## config.mk

```make
export PLATFORM = sky130hd
export DESIGN_NAME = ppu_sprite
export DESIGN_NICKNAME = d
export VERILOG_FILES = /design/src/ppu_sprite_pkg.sv /design/src/sprite_agu.sv /design/src/pixel_streamer.sv /design/src/sprite_ctrl.sv /design/src/ppu_sprite.sv
export SDC_FILE = /design/constraint.sdc
export NUM_CORES = 1
export LEC_CHECK = 0
export BUFFER_PORTS_ARGS = -buffer_cell sky130_fd_sc_hd__clkbuf_2
export CORE_MARGIN = 2
export CORE_UTILIZATION = 53
export CTS_BUF_LIST = sky130_fd_sc_hd__clkbuf_2 sky130_fd_sc_hd__clkbuf_4 sky130_fd_sc_hd__clkbuf_8
export DETAILED_ROUTE_END_ITERATION = 6
export PLACE_DENSITY = 0.87
export SYNTH_ARGS = -nofsm -noshare
export SYNTH_HDL_FRONTEND = slang
export SYNTH_SLANG_ARGS = --single-unit
```

## constraint.sdc

```tcl
create_clock -name clk -period 4.9 [get_ports clk]
set_input_delay 0 -clock clk [delete_from_list [all_inputs] [get_ports clk]]
set_output_delay 0 -clock clk [all_outputs]
set_load 0.01 [all_outputs]
```

## src/ppu_sprite_pkg.sv

```systemverilog
`default_nettype none

package ppu_sprite_pkg;

	localparam int W_DATA    = 32;
	localparam int W_OUTDATA = 15;
	localparam int W_COORD   = 10;
	localparam int W_ADDR    = 16;
	localparam int W_PIX_MAX = 16;   // ARGB1555 is the widest packed pixel.

	typedef logic [W_DATA-1:0]           data_t;
	typedef logic [W_OUTDATA-1:0]        pix_t;
	typedef logic [W_COORD-1:0]          coord_t;
	typedef logic signed [W_COORD:0]     xoffs_t;   // beam x minus sprite x.
	typedef logic [W_ADDR-1:0]           addr_t;
	typedef logic [2:0]                  pixel_mode_t;

	// Codes 3 to 7 are reserved and decode as PAL4.
	localparam pixel_mode_t MODE_ARGB1555 = 3'd0;
	localparam pixel_mode_t MODE_PAL8     = 3'd1;
	localparam pixel_mode_t MODE_PAL4     = 3'd2;

	typedef enum logic [1:0] {
		ST_IDLE,
		ST_WAIT_AGU,
		ST_STREAM
	} ctrl_state_t;

endpackage

`default_nettype wire

```

## src/sprite_agu.sv

```systemverilog
`timescale 1ns/1ps
`default_nettype none

module sprite_agu (
	input  wire                              clk,
	input  wire                              rst_n,

	input  wire                              agu_req,
	output logic                             agu_ack,

	input  wire ppu_sprite_pkg::coord_t      beam_y,
	input  wire ppu_sprite_pkg::coord_t      cfg_sprite_x,
	input  wire ppu_sprite_pkg::coord_t      cfg_sprite_y,
	input  wire                              cfg_tilesize,
	input  wire ppu_sprite_pkg::pixel_mode_t cfg_pixel_mode,
	input  wire ppu_sprite_pkg::addr_t       cfg_base_addr,

	output logic                             agu_active,
	output ppu_sprite_pkg::xoffs_t           agu_x_start,

	input  wire                              load_ack,
	output ppu_sprite_pkg::addr_t            bus_addr
);

	import ppu_sprite_pkg::*;

	coord_t     row;
	logic       row_hit;
	logic [1:0] bpp_shift;
	logic [2:0] row_shift;
	addr_t      row_offs;
	logic       req_new;

	// a held request is answered once, the ack itself masks the second cycle.
	assign req_new = agu_req && !agu_ack;

	// rows above the sprite wrap to large values and fail the size test.
	assign row     = beam_y - cfg_sprite_y;
	assign row_hit = cfg_tilesize ? (row < coord_t'(16)) : (row < coord_t'(8));

	always_comb begin
		case (cfg_pixel_mode)
			MODE_ARGB1555: bpp_shift = 2'd2;   // 16 bits per pixel.
			MODE_PAL8:     bpp_shift = 2'd1;   // 8 bits per pixel.
			MODE_PAL4:     bpp_shift = 2'd0;   // 4 bits per pixel.
			default:       bpp_shift = 2'd0;
		endcase
	end

	// Words per row is (8 << tilesize) * (4 << bpp_shift) / 32.
	assign row_shift = {1'b0, bpp_shift} + {2'b00, cfg_tilesize};
	assign row_offs  = addr_t'(row[3:0]) << row_shift;

	always_ff @(posedge clk or negedge rst_n) begin
		if (!rst_n) begin
			agu_ack    <= 1'b0;
			agu_active <= 1'b0;
		end else begin
			agu_ack <= req_new;
			if (req_new) begin
				agu_active <= row_hit;
			end
		end
	end

	always_ff @(posedge clk) begin
		if (req_new) begin
			agu_x_start <= -xoffs_t'(cfg_sprite_x);   // beam x starts at zero.
			bus_addr    <= cfg_base_addr + row_offs;
		end else if (load_ack) begin
			bus_addr <= bus_addr + addr_t'(1);   // next word of the same row.
		end
	end

endmodule

`default_nettype wire

```

## src/pixel_streamer.sv

```systemverilog
`timescale 1ns/1ps
`default_nettype none

module pixel_streamer (
	input  wire                              clk,
	input  wire                              rst_n,

	input  wire                              stream_flush,
	input  wire ppu_sprite_pkg::pixel_mode_t pixel_mode,
	input  wire [3:0]                        palette_offs,

	output logic                             load_req,
	input  wire                              load_ack,
	input  wire ppu_sprite_pkg::data_t       load_data,

	output logic                             pix_vld,
	input  wire                              pix_rdy,
	output ppu_sprite_pkg::pix_t             pix_data,
	output logic                             pix_alpha
);

	import ppu_sprite_pkg::*;

	data_t                shifter;
	data_t                prefetch;
	logic                 shift_vld;
	logic                 pre_vld;
	logic                 running;
	logic [2:0]           pix_cnt;
	logic [2:0]           last_cnt;
	logic [4:0]           pix_width;
	logic [W_PIX_MAX-1:0] pix_raw;
	logic [7:0]           pal8_index;
	logic [3:0]           pal4_index;
	logic                 pop;
	logic                 word_done;
	logic                 shift_free;

	// pixels are taken from the bottom of the shifter, least significant first.
	assign pix_raw    = shifter[W_PIX_MAX-1:0];
	assign pal8_index = pix_raw[7:0] + {palette_offs, 4'h0};   // wraps at 256.
	assign pal4_index = pix_raw[3:0];

	always_comb begin
		case (pixel_mode)
			MODE_ARGB1555: begin
				pix_data  = pix_raw[W_OUTDATA-1:0];
				pix_alpha = pix_raw[W_OUTDATA];
				last_cnt  = 3'd1;
				pix_width = 5'd16;
			end
			MODE_PAL8: begin
				pix_data  = pix_t'(pal8_index);
				pix_alpha = |pix_raw[7:0];   // index zero is transparent.
				last_cnt  = 3'd3;
				pix_width = 5'd8;
			end
			default: begin
				pix_data  = pix_t'({palette_offs, pal4_index});
				pix_alpha = |pal4_index;
				last_cnt  = 3'd7;
				pix_width = 5'd4;
			end
		endcase
	end

	assign pix_vld    = shift_vld;
	assign pop        = shift_vld && pix_rdy;
	assign word_done  = pop && (pix_cnt == last_cnt);
	assign shift_free = !shift_vld || word_done;

	// no fetches until the first scanline has started.
	assign load_req = running && !(shift_vld && pre_vld);

	always_ff @(posedge clk or negedge rst_n) begin
		if (!rst_n) begin
			running   <= 1'b0;
			shift_vld <= 1'b0;
			pre_vld   <= 1'b0;
			pix_cnt   <= 3'd0;
		end else if (stream_flush) begin
			running   <= 1'b1;
			shift_vld <= 1'b0;
			pre_vld   <= 1'b0;
			pix_cnt   <= 3'd0;
		end else if (shift_free) begin
			// The prefetch word moves down first; a new word refills behind it.
			shift_vld <= pre_vld || load_ack;
			pre_vld   <= pre_vld && load_ack;
			pix_cnt   <= 3'd0;
		end else begin
			if (pop) begin
				pix_cnt <= pix_cnt + 3'd1;
			end
			if (load_ack) begin
				pre_vld <= 1'b1;
			end
		end
	end

	always_ff @(posedge clk) begin
		if (shift_free) begin
			shifter <= pre_vld ? prefetch : load_data;
		end else if (pop) begin
			shifter <= shifter >> pix_width;
		end
		if (load_ack) begin
			prefetch <= load_data;   // only kept when pre_vld is set.
		end
	end

endmodule

`default_nettype wire

```

## src/sprite_ctrl.sv

```systemverilog
`timescale 1ns/1ps
`default_nettype none

module sprite_ctrl (
	input  wire                         clk,
	input  wire                         rst_n,

	input  wire                         flush,
	input  wire                         en,
	input  wire                         cfg_tilesize,

	output logic                        agu_req,
	input  wire                         agu_ack,
	input  wire                         agu_active,
	input  wire ppu_sprite_pkg::xoffs_t agu_x_start,

	input  wire                         load_req,
	output logic                        load_ack,
	output logic                        stream_flush,

	input  wire                         pix_vld,
	output logic                        pix_rdy,
	input  wire                         pix_alpha,

	output logic                        bus_vld,
	input  wire                         bus_rdy,

	output logic                        out_vld,
	input  wire                         out_rdy,
	output logic                        out_alpha
);

	import ppu_sprite_pkg::*;

	ctrl_state_t state;
	xoffs_t      xoffs;
	xoffs_t      tile_w;
	logic        in_stream;
	logic        row_active;
	logic        in_sprite;
	logic        past_right;
	logic        out_beat;
	logic        bus_new;
	logic        bus_hold;
	logic        bus_dirty;

	always_ff @(posedge clk or negedge rst_n) begin
		if (!rst_n) begin
			state <= ST_IDLE;
		end else if (flush) begin
			state <= ST_WAIT_AGU;
		end else if (state == ST_WAIT_AGU && agu_ack) begin
			state <= ST_STREAM;
		end
	end

	assign in_stream  = (state == ST_STREAM);
	assign row_active = in_stream && agu_active;

	// wait for a stale beat to drain so that bus_addr holds until bus_rdy.
	assign agu_req      = en && (state == ST_WAIT_AGU) && !bus_dirty && !flush;
	assign stream_flush = flush || (state == ST_WAIT_AGU);

	assign tile_w     = cfg_tilesize ? xoffs_t'(16) : xoffs_t'(8);
	assign in_sprite  = (xoffs >= 0) && (xoffs < tile_w);
	assign past_right = (xoffs >= tile_w);
	assign out_beat   = out_vld && out_rdy;

	// The offset stops past the right edge so a long scanline cannot wrap it.
	always_ff @(posedge clk or negedge rst_n) begin
		if (!rst_n) begin
			xoffs <= '0;
		end else if (agu_ack && !flush) begin
			xoffs <= agu_x_start;
		end else if (out_beat && in_stream && !past_right) begin
			xoffs <= xoffs + xoffs_t'(1);
		end
	end

	// a raised request is held until bus_rdy, whatever happens to the row.
	assign bus_new  = row_active && en && !flush && !past_right && load_req;
	assign bus_vld  = bus_hold || bus_new;
	assign load_ack = bus_vld && bus_rdy && !bus_dirty && !flush;

	always_ff @(posedge clk or negedge rst_n) begin
		if (!rst_n) begin
			bus_hold  <= 1'b0;
			bus_dirty <= 1'b0;
		end else begin
			bus_hold  <= bus_vld && !bus_rdy;
			bus_dirty <= bus_vld && !bus_rdy && (bus_dirty || flush);   // beat predates flush.
		end
	end

	// outside the sprite the beam runs freely, inside it waits for pixels.
	assign out_vld   = !en || (in_stream && !flush && (!in_sprite || !agu_active || pix_vld));
	assign pix_rdy   = out_rdy && en && !flush && row_active && in_sprite;
	assign out_alpha = en && row_active && in_sprite && pix_alpha;

endmodule

`default_nettype wire

```

## src/ppu_sprite.sv

```systemverilog
`timescale 1ns/1ps
`default_nettype none

module ppu_sprite (
	input  wire                              clk,
	input  wire                              rst_n,

	input  wire                              flush,
	input  wire                              en,
	input  wire ppu_sprite_pkg::coord_t      beam_y,

	input  wire                              cfg_tilesize,
	input  wire ppu_sprite_pkg::pixel_mode_t cfg_pixel_mode,
	input  wire [3:0]                        cfg_palette_offs,
	input  wire ppu_sprite_pkg::coord_t      cfg_sprite_x,
	input  wire ppu_sprite_pkg::coord_t      cfg_sprite_y,
	input  wire ppu_sprite_pkg::addr_t       cfg_base_addr,

	output wire                              bus_vld,
	input  wire                              bus_rdy,
	output wire ppu_sprite_pkg::addr_t       bus_addr,
	input  wire ppu_sprite_pkg::data_t       bus_data,

	output wire                              out_vld,
	input  wire                              out_rdy,
	output wire                              out_alpha,
	output wire ppu_sprite_pkg::pix_t        out_pixdata
);

	import ppu_sprite_pkg::*;

	logic   agu_req;
	logic   agu_ack;
	logic   agu_active;
	xoffs_t agu_x_start;
	logic   load_req;
	logic   load_ack;
	logic   stream_flush;
	logic   pix_vld;
	logic   pix_rdy;
	logic   pix_alpha;

	sprite_ctrl i_ctrl (
		.clk          (clk),
		.rst_n        (rst_n),
		.flush        (flush),
		.en           (en),
		.cfg_tilesize (cfg_tilesize),
		.agu_req      (agu_req),
		.agu_ack      (agu_ack),
		.agu_active   (agu_active),
		.agu_x_start  (agu_x_start),
		.load_req     (load_req),
		.load_ack     (load_ack),
		.stream_flush (stream_flush),
		.pix_vld      (pix_vld),
		.pix_rdy      (pix_rdy),
		.pix_alpha    (pix_alpha),
		.bus_vld      (bus_vld),
		.bus_rdy      (bus_rdy),
		.out_vld      (out_vld),
		.out_rdy      (out_rdy),
		.out_alpha    (out_alpha)
	);

	sprite_agu i_agu (
		.clk            (clk),
		.rst_n          (rst_n),
		.agu_req        (agu_req),
		.agu_ack        (agu_ack),
		.beam_y         (beam_y),
		.cfg_sprite_x   (cfg_sprite_x),
		.cfg_sprite_y   (cfg_sprite_y),
		.cfg_tilesize   (cfg_tilesize),
		.cfg_pixel_mode (cfg_pixel_mode),
		.cfg_base_addr  (cfg_base_addr),
		.agu_active     (agu_active),
		.agu_x_start    (agu_x_start),
		.load_ack       (load_ack),
		.bus_addr       (bus_addr)
	);

	pixel_streamer i_streamer (
		.clk          (clk),
		.rst_n        (rst_n),
		.stream_flush (stream_flush),
		.pixel_mode   (cfg_pixel_mode),
		.palette_offs (cfg_palette_offs),
		.load_req     (load_req),
		.load_ack     (load_ack),
		.load_data    (bus_data),
		.pix_vld      (pix_vld),
		.pix_rdy      (pix_rdy),
		.pix_data     (out_pixdata),
		.pix_alpha    (pix_alpha)
	);

endmodule

`default_nettype wire

```

== After elaboration in Yosys (flattened, before gate mapping) ==
Index checks and enable logic that the tools add are counted.

* Output and inout bits: 34
* Register bits after elaboration: 114
* Input port bits: 92
* Logic and storage cells: 118

* Reduce and logical (&&, ||, !) cells: 61
* Add/sub/neg operators: 8
* Shift-type cells: 2
* Muxes and demuxes: 24
* Eq/ne operators: 4
* $lt $le $gt $ge: 5

{| class="wikitable"
|+ Operators with widths
! operator !! number
|-
| 2-to-1 mux 32 bit || 3
|-
| logical AND 1 bit || 33
|-
| 2-to-1 mux 16 bit || 2
|-
| >> shifter 32 x 5 -> 32 bit || 1
|-
| case mux 15 bit (2 select lines) || 1
|-
| 2-to-1 mux 11 bit || 2
|-
| adder 16 x 1 -> 16 bit (second input constant) || 1
|-
| adder 16 bit || 1
|-
| << shifter 4 x 3 -> 16 bit || 1
|-
| adder 11 x 2 -> 11 bit (second input constant) || 1
|-
| >= comparator 11 x 1 -> 1 bit (second input constant) || 1
|-
| >= comparator 11 x 6 -> 1 bit || 1
|-
| less-than comparator 11 x 6 -> 1 bit || 1
|-
| negator 10 -> 11 bit || 1
|-
| zero test 1 bit || 10
|-
| less-than comparator 10 x 4 -> 1 bit (second input constant) || 1
|-
| less-than comparator 10 x 5 -> 1 bit (second input constant) || 1
|-
| case mux 5 bit (2 select lines) || 1
|-
| nonzero test 2 bit || 5
|-
| subtractor 10 bit || 1
|-
| 2-to-1 mux 3 bit || 3
|-
| adder 8 bit || 1
|-
| logical OR 1 bit || 8
|-
| OR reduction 8 bit || 1
|-
| 15 further kinds || 22
|}

== Logic depth before layout (Yosys ltp) ==
* Depth in word-level cells: 13
* Gate-level depth with buffers: 16
* Mapped depth without buffers: 16

== Hierarchy ==
Synthesis repeated with hierarchy kept, for this count alone.

* Cell total of the unflattened synthesis: 724
* Area total of the unflattened synthesis: 7562.3 sq um

{| class="wikitable"
|+ Modules (own cells, without submodules)
! module !! cells each !! instances !! area an instance (sq um)
|-
| pixel_streamer || 286 || 1 || 3661.0
|-
| sprite_agu || 301 || 1 || 2710.1
|-
| sprite_ctrl || 137 || 1 || 1191.1
|}

== Least setup slack after synthesis ==
No wires, ideal clock.

* Kind: reg-to-reg
* From: register i_ctrl.xoffs[4]
* To: register i_streamer.pix_cnt[2]
* Arrival: 4.462 ns
* Setup time: 0.120 ns
* Cell stages (with the launch flop): 8
* Period minus slack after synthesis: 4.582 ns
* Slack: 0.318 ns
* Path buffers: 0
* Cell sequence: dfrtp_1 ha_1 nor4_4 nand4b_2 o41ai_1 nand2_1 xnor2_1 and3_1

* Cells in the longest elaborated chain, start to end: 8
* Elaborated cells on any way between the ends: 10
* Classes of those cells: order compare: 2; mux: 2; reduce/logical: 6

{| class="wikitable"
|+ RTL lines
! item !! line !! source
|-
| start, declared || sprite_ctrl.sv:36 || <nowiki>xoffs_t xoffs;</nowiki>
|-
| start signal, assigned || sprite_ctrl.sv:74 || <nowiki>xoffs <= agu_x_start;</nowiki>
|-
| start signal, assigned || sprite_ctrl.sv:76 || <nowiki>xoffs <= xoffs + xoffs_t'(1);</nowiki>
|-
| >= comparator 11 x 1 -> 1 bit or less-than comparator 11 x 6 -> 1 bit (tied branches) || sprite_ctrl.sv:65 || <nowiki>assign in_sprite = (xoffs >= 0) && (xoffs < tile_w);</nowiki>
|-
| logical AND 1 bit (*) || sprite_ctrl.sv:65 ||
|-
| logical AND 1 bit (*) || sprite_ctrl.sv:97 || <nowiki>assign pix_rdy = out_rdy && en && !flush && row_active && in_sprite;</nowiki>
|-
| logical AND 1 bit (*) || pixel_streamer.sv:68 || <nowiki>assign pop = shift_vld && pix_rdy;</nowiki>
|-
| logical AND 1 bit || pixel_streamer.sv:69 || <nowiki>assign word_done = pop && (pix_cnt == last_cnt);</nowiki>
|-
| logical OR 1 bit || pixel_streamer.sv:70 || <nowiki>assign shift_free = !shift_vld || word_done;</nowiki>
|-
| 2-to-1 mux 3 bit || pixel_streamer.sv:86 || <nowiki>end else if (shift_free) begin</nowiki>
|-
| 2-to-1 mux 3 bit || pixel_streamer.sv:81 || <nowiki>end else if (stream_flush) begin</nowiki>
|-
| end signal, assigned || pixel_streamer.sv:93 || <nowiki>pix_cnt <= pix_cnt + 3'd1;</nowiki>
|-
| end, declared || pixel_streamer.sv:29 || <nowiki>logic [2:0] pix_cnt;</nowiki>
|}

Mark *: on every way between the ends. The rest lies on a longest branch, timed or not.
A chain may end at the register's enable or synchronous reset.

== Worst setup path in the final report ==
* From: input cfg_pixel_mode[0]
* To: register i_agu.bus_addr[15], data pin

* Cells in the longest elaborated chain, start to end: 6
* Elaborated cells on any way between the ends: 7
* Classes of those cells: add/sub: 2; eq/ne: 1; shift: 1; mux: 2; reduce/logical: 1

{| class="wikitable"
|+ RTL lines
! item !! line !! source
|-
| start, declared || ppu_sprite.sv:13 || <nowiki>input wire ppu_sprite_pkg::pixel_mode_t cfg_pixel_mode,</nowiki>
|-
| == test 3 x 1 -> 1 bit or zero test 3 bit (tied branches) || sprite_agu.sv:42 || <nowiki>case (cfg_pixel_mode)</nowiki>
|-
| case mux 2 bit (2 select lines) (*) || sprite_agu.sv:42 ||
|-
| adder 2 x 1 -> 3 bit (*) || sprite_agu.sv:51 || <nowiki>assign row_shift = {1'b0, bpp_shift} + {2'b00, cfg_tilesize};</nowiki>
|-
| << shifter 4 x 3 -> 16 bit (*) || sprite_agu.sv:52 || <nowiki>assign row_offs = addr_t'(row[3:0]) << row_shift;</nowiki>
|-
| adder 16 bit (*) || sprite_agu.sv:69 || <nowiki>bus_addr <= cfg_base_addr + row_offs;</nowiki>
|-
| 2-to-1 mux 16 bit (*) || sprite_agu.sv:67 || <nowiki>if (req_new) begin</nowiki>
|-
| end signal, assigned || sprite_agu.sv:69 ||
|-
| end signal, assigned || sprite_agu.sv:71 || <nowiki>bus_addr <= bus_addr + addr_t'(1);</nowiki>
|-
| end, declared || sprite_agu.sv:22 || <nowiki>output ppu_sprite_pkg::addr_t bus_addr</nowiki>
|}

Marked as above.

==> impl_metrics.json <==
{
  "status": "finished clean",
  "critical_path_class": "primary input to register",
  "hold_viol": 0,
  "syn_avg_cell_area_um2": 10.3,
  "rows": 42,
  "dp_hpwl_mm": 11.6,
  "firstDrtPassIters": 5,
  "multi_input_area_um2": 3670,
  "clock_sinks": 114,
  "vias": 6000,
  "crit_top_cell": "ha_1",
  "grt_start_max_net_pins": 57,
  "drv_slew": 0,
  "clkLatencyLatePin_ps": 430,
  "fin_area_um2": 8890,
  "worstPathMaxFanout": 34,
  "synth_top_area_share_pct": 37.9,
  "register_area_um2": 3310,
  "dp.cells": 973,
  "synthCells": 698,
  "hold_ws_ps": 82.6,
  "synth_ff_type": "edfxtp_1",
  "worst_pin_slew_ps": 1110,
  "nNetsFinal": 994,
  "fillers": 948,
  "hp-class": "primary input to register",
  "cp_num_buf_inv": 2,
  "rr_worst_depth": 7,
  "htreeDepth": 4,
  "syn_area_um2": 7220,
  "async_flop_share_pct": 20.2,
  "setup_viol": 0,
  "period_minus_slack_ps": 3410,
  "clock.fmax_ghz": 0.293,
  "die_h_um": 121,
  "portBuffers": 125,
  "drv_cap": 0,
  "rrSetupSlack_ps": 1830,
  "post_cts_resized": 0,
  "grt_pass1_vias": 5969,
  "rsz0062_at_grt": "false",
  "min_period_over_period_pct": 69.7,
  "ir_worst_vdd_mv": 0.144,
  "pre_cts_ws_ps": 1080,
  "postRouteWirelength_mm": 17.5,
  "ys_types": 57,
  "clockBufferDepth": 2,
  "instances_no_fill": 1056,
  "synth_area_leaders": "edfxtp_1 (38%), dfrtp_1 (8.0%), mux2i_1 (7.9%), ha_1 (5.4%), xnor2_1 (4.4%)",
  "drtIter0Drc": 514,
  "r2r-end": "i_streamer.shifter[11]$_DFFE_PP_",
  "grt_use_total_pct": 24.7,
  "drt.antenna.violating_nets": 0,
  "relSlewSlack_pct": 25.5,
  "synth.ff_latch_count": 114,
  "crit_path_top_delay_cell": "nor2_1",
  "ys_warn_count": 0,
  "drc": 0,
  "die_w_um": 121,
  "endpoint_kind": "register",
  "dieArea_um2": 14600,
  "synth_nets": 824,
  "power.density_nw_per_um2": 284,
  "coreArea_um2": 13300,
  "io_pins": 126,
  "path_clk_slew_ps": 70,
  "hold_end": "i_agu.bus_addr[0]$_DFFE_PP_",
  "antenna_cells": 0,
  "hold_path_depth": 4,
  "grt_antenna_before_repair": 0,
  "utilization_pct": 66.9,
  "postPlaceCellArea_um2": 7990,
  "drive_gt1_share_pct": 21.4,
  "wl_per_cell_um": 16.6,
  "setup_slack_ps": 1490,
  "worstReg2RegStart": "i_ctrl.xoffs[4]$_DFFE_PN0P_",
  "critPathArrivalTime_ps": 3580,
  "root_buffer": "clkbuf_8",
  "critPathTopFamily": "simple AND/OR/NAND/NOR gates",
  "grt_pass1_wl_mm": 28.6,
  "worst_clock_skew_ps": 15.4,
  "timing.setup.tns_ps": 0,
  "critical_path_required_ps": 5070,
  "cpPeakStageDelay_ps": 610,
  "cts_tree": "built",
  "startpoint_type": "primary input",
  "yosys.area.top_type": "edfxtp_1",
  "overflow": 0,
  "gp_congestion": 0.893,
  "syn2layout_area_growth_pct": 23.2,
  "design_power_total_mw": 2.52,
  "p_leak_nw": 3.55,
  "vias_per_cell": 5.68,
  "hold_start": "cfg_base_addr[0]",
  "numCtsBuffers": 17,
  "start_util_pct": 54.3,
  "cp_cell_sequence": "clkbuf_2 > buf_4 > nor2_1 > ha_1 > nor3_1 > ha_1 > a211oi_1 > o211ai_1 > nand4_1 > nand2_1 > a2111oi_0 > o41ai_1",
  "synth-seq-area-share_pct": 45.8,
  "synth_edf_count": 91
}
[synthesized netlist by cell type (7+ instances only)]
cell and number:
edfxtp_1 91, mux2i_1 57, nand2_1 57, nor2_1 53, o21ai_0 45, a21oi_1 41, xnor2_1 36, ha_1 31
a211oi_1 28, inv_1 27, dfrtp_1 23, clkbuf_1 22, xor2_1 17, nand3_1 16, and3_1 14, and2_1 13
a21oi_2 12, nor4_1 11, a21o_1 8, nand4_1 8, buf_4 7, nor3_1 7
[power by group]
part / total, mW / switching (mW) / internal, mW
registers: 1.17 / 0.0599 / 1.11
logic: 0.492 / 0.268 / 0.224
clock network: 0.860 / 0.373 / 0.488
total: 2.52 / 0.701 / 1.82
[layer usage]
metal | global-route usage (%) | share of wire, % | up-vias
met5 | 0 | 0 | -
met2 | 41.3 | 49 | 236
met1 | 32.0 | 44 | 2809
li1 | - | - | 2923
met3 | 4.39 | 5.6 | 32
met4 | 9.23 | 1.9 | 0
[worst register-to-register path: stages (launching register included)]
cell      delay (ps)
dfrtp_1          420
ha_1             220
nor4_4           310
nand4b_2         260
or4_4            600
o31ai_4          230
buf_4            530
a21oi_1          210
[registers in the layout, summed over array words and instances (netlist names), 2 cells and up]
name / count
i_streamer.shifter: 32
i_agu.bus_addr: 16
i_streamer.prefetch: 32
i_ctrl.state: 2
i_streamer.pix_cnt: 3
i_agu.agu_x_start: 11
i_ctrl.xoffs: 11
[cells in the final DEF, fill, tap and decap left out, drive strengths merged, types with 5 or more instances in the layout]
master         n
xnor2         36
o22ai          5
clkbuf       142
ha            31
a21o           8
buf            8
o21ai         45
mux2i         57
nor4          12
a21boi         5
nand4          8
and3          14
dfrtp         23
clkinv        10
a21oi         53
dlygate4sd3   52
a211oi        28
edfxtp        91
and2          13
nor2          53
nand2         57
xor2          17
nand3         16
inv           27
nor3           7
[worst max path at each step]
stage / cells past startpoint / from / to / slack (ps)
global placement: 13 / cfg_pixel_mode[0] / i_agu.bus_addr[14]$_DFFE_PP_ / 1220
detailed placement: 12 / cfg_pixel_mode[0] / i_agu.bus_addr[15]$_DFFE_PP_ / 1080
floorplan: 7 / i_ctrl.xoffs[4]$_DFFE_PN0P_ / i_streamer.pix_cnt[2]$_DFFE_PN0P_ / 320
finish: 12 / cfg_pixel_mode[0] / i_agu.bus_addr[15]$_DFFE_PP_ / 1490
CTS: 12 / cfg_pixel_mode[0] / i_agu.bus_addr[15]$_DFFE_PP_ / 1520
global route: 12 / cfg_pixel_mode[1] / i_agu.bus_addr[15]$_DFFE_PP_ / 1200
[cell type report]
type	count	share of cell area [%]
clock buffer	17	2.63
multi-input combinational	522	41.3
timing repair buffer	185	13.6
clock inverter	14	1.65
sequential	114	37.2
inverter	28	1.18
tap	176	2.48
[cell families after synthesis]
group | count (synthesis) | synth area share [%]
flip-flops | 114 | 45.8
AND/OR/NAND/NOR | 205 | 14.2
AO/OA/AOI/OAI | 172 | 15.4
multiplexers | 58 | 8.06
XOR/XNOR | 53 | 6.43
adder cells (fa/ha/maj) | 34 | 6.21
buffers and inverters | 62 | 3.81
[repair_timing]
| item | in CTS | in global routing |
|---|---|---|
| endpoints found under the setup margin | 0 | 0 |
| endpoints found under the hold margin | 102 | 0 |
| buffers inserted | 0 | 0 |
| hold buffers | 52 | 0 |
Note: power is estimated with default switching activity, not from simulation.
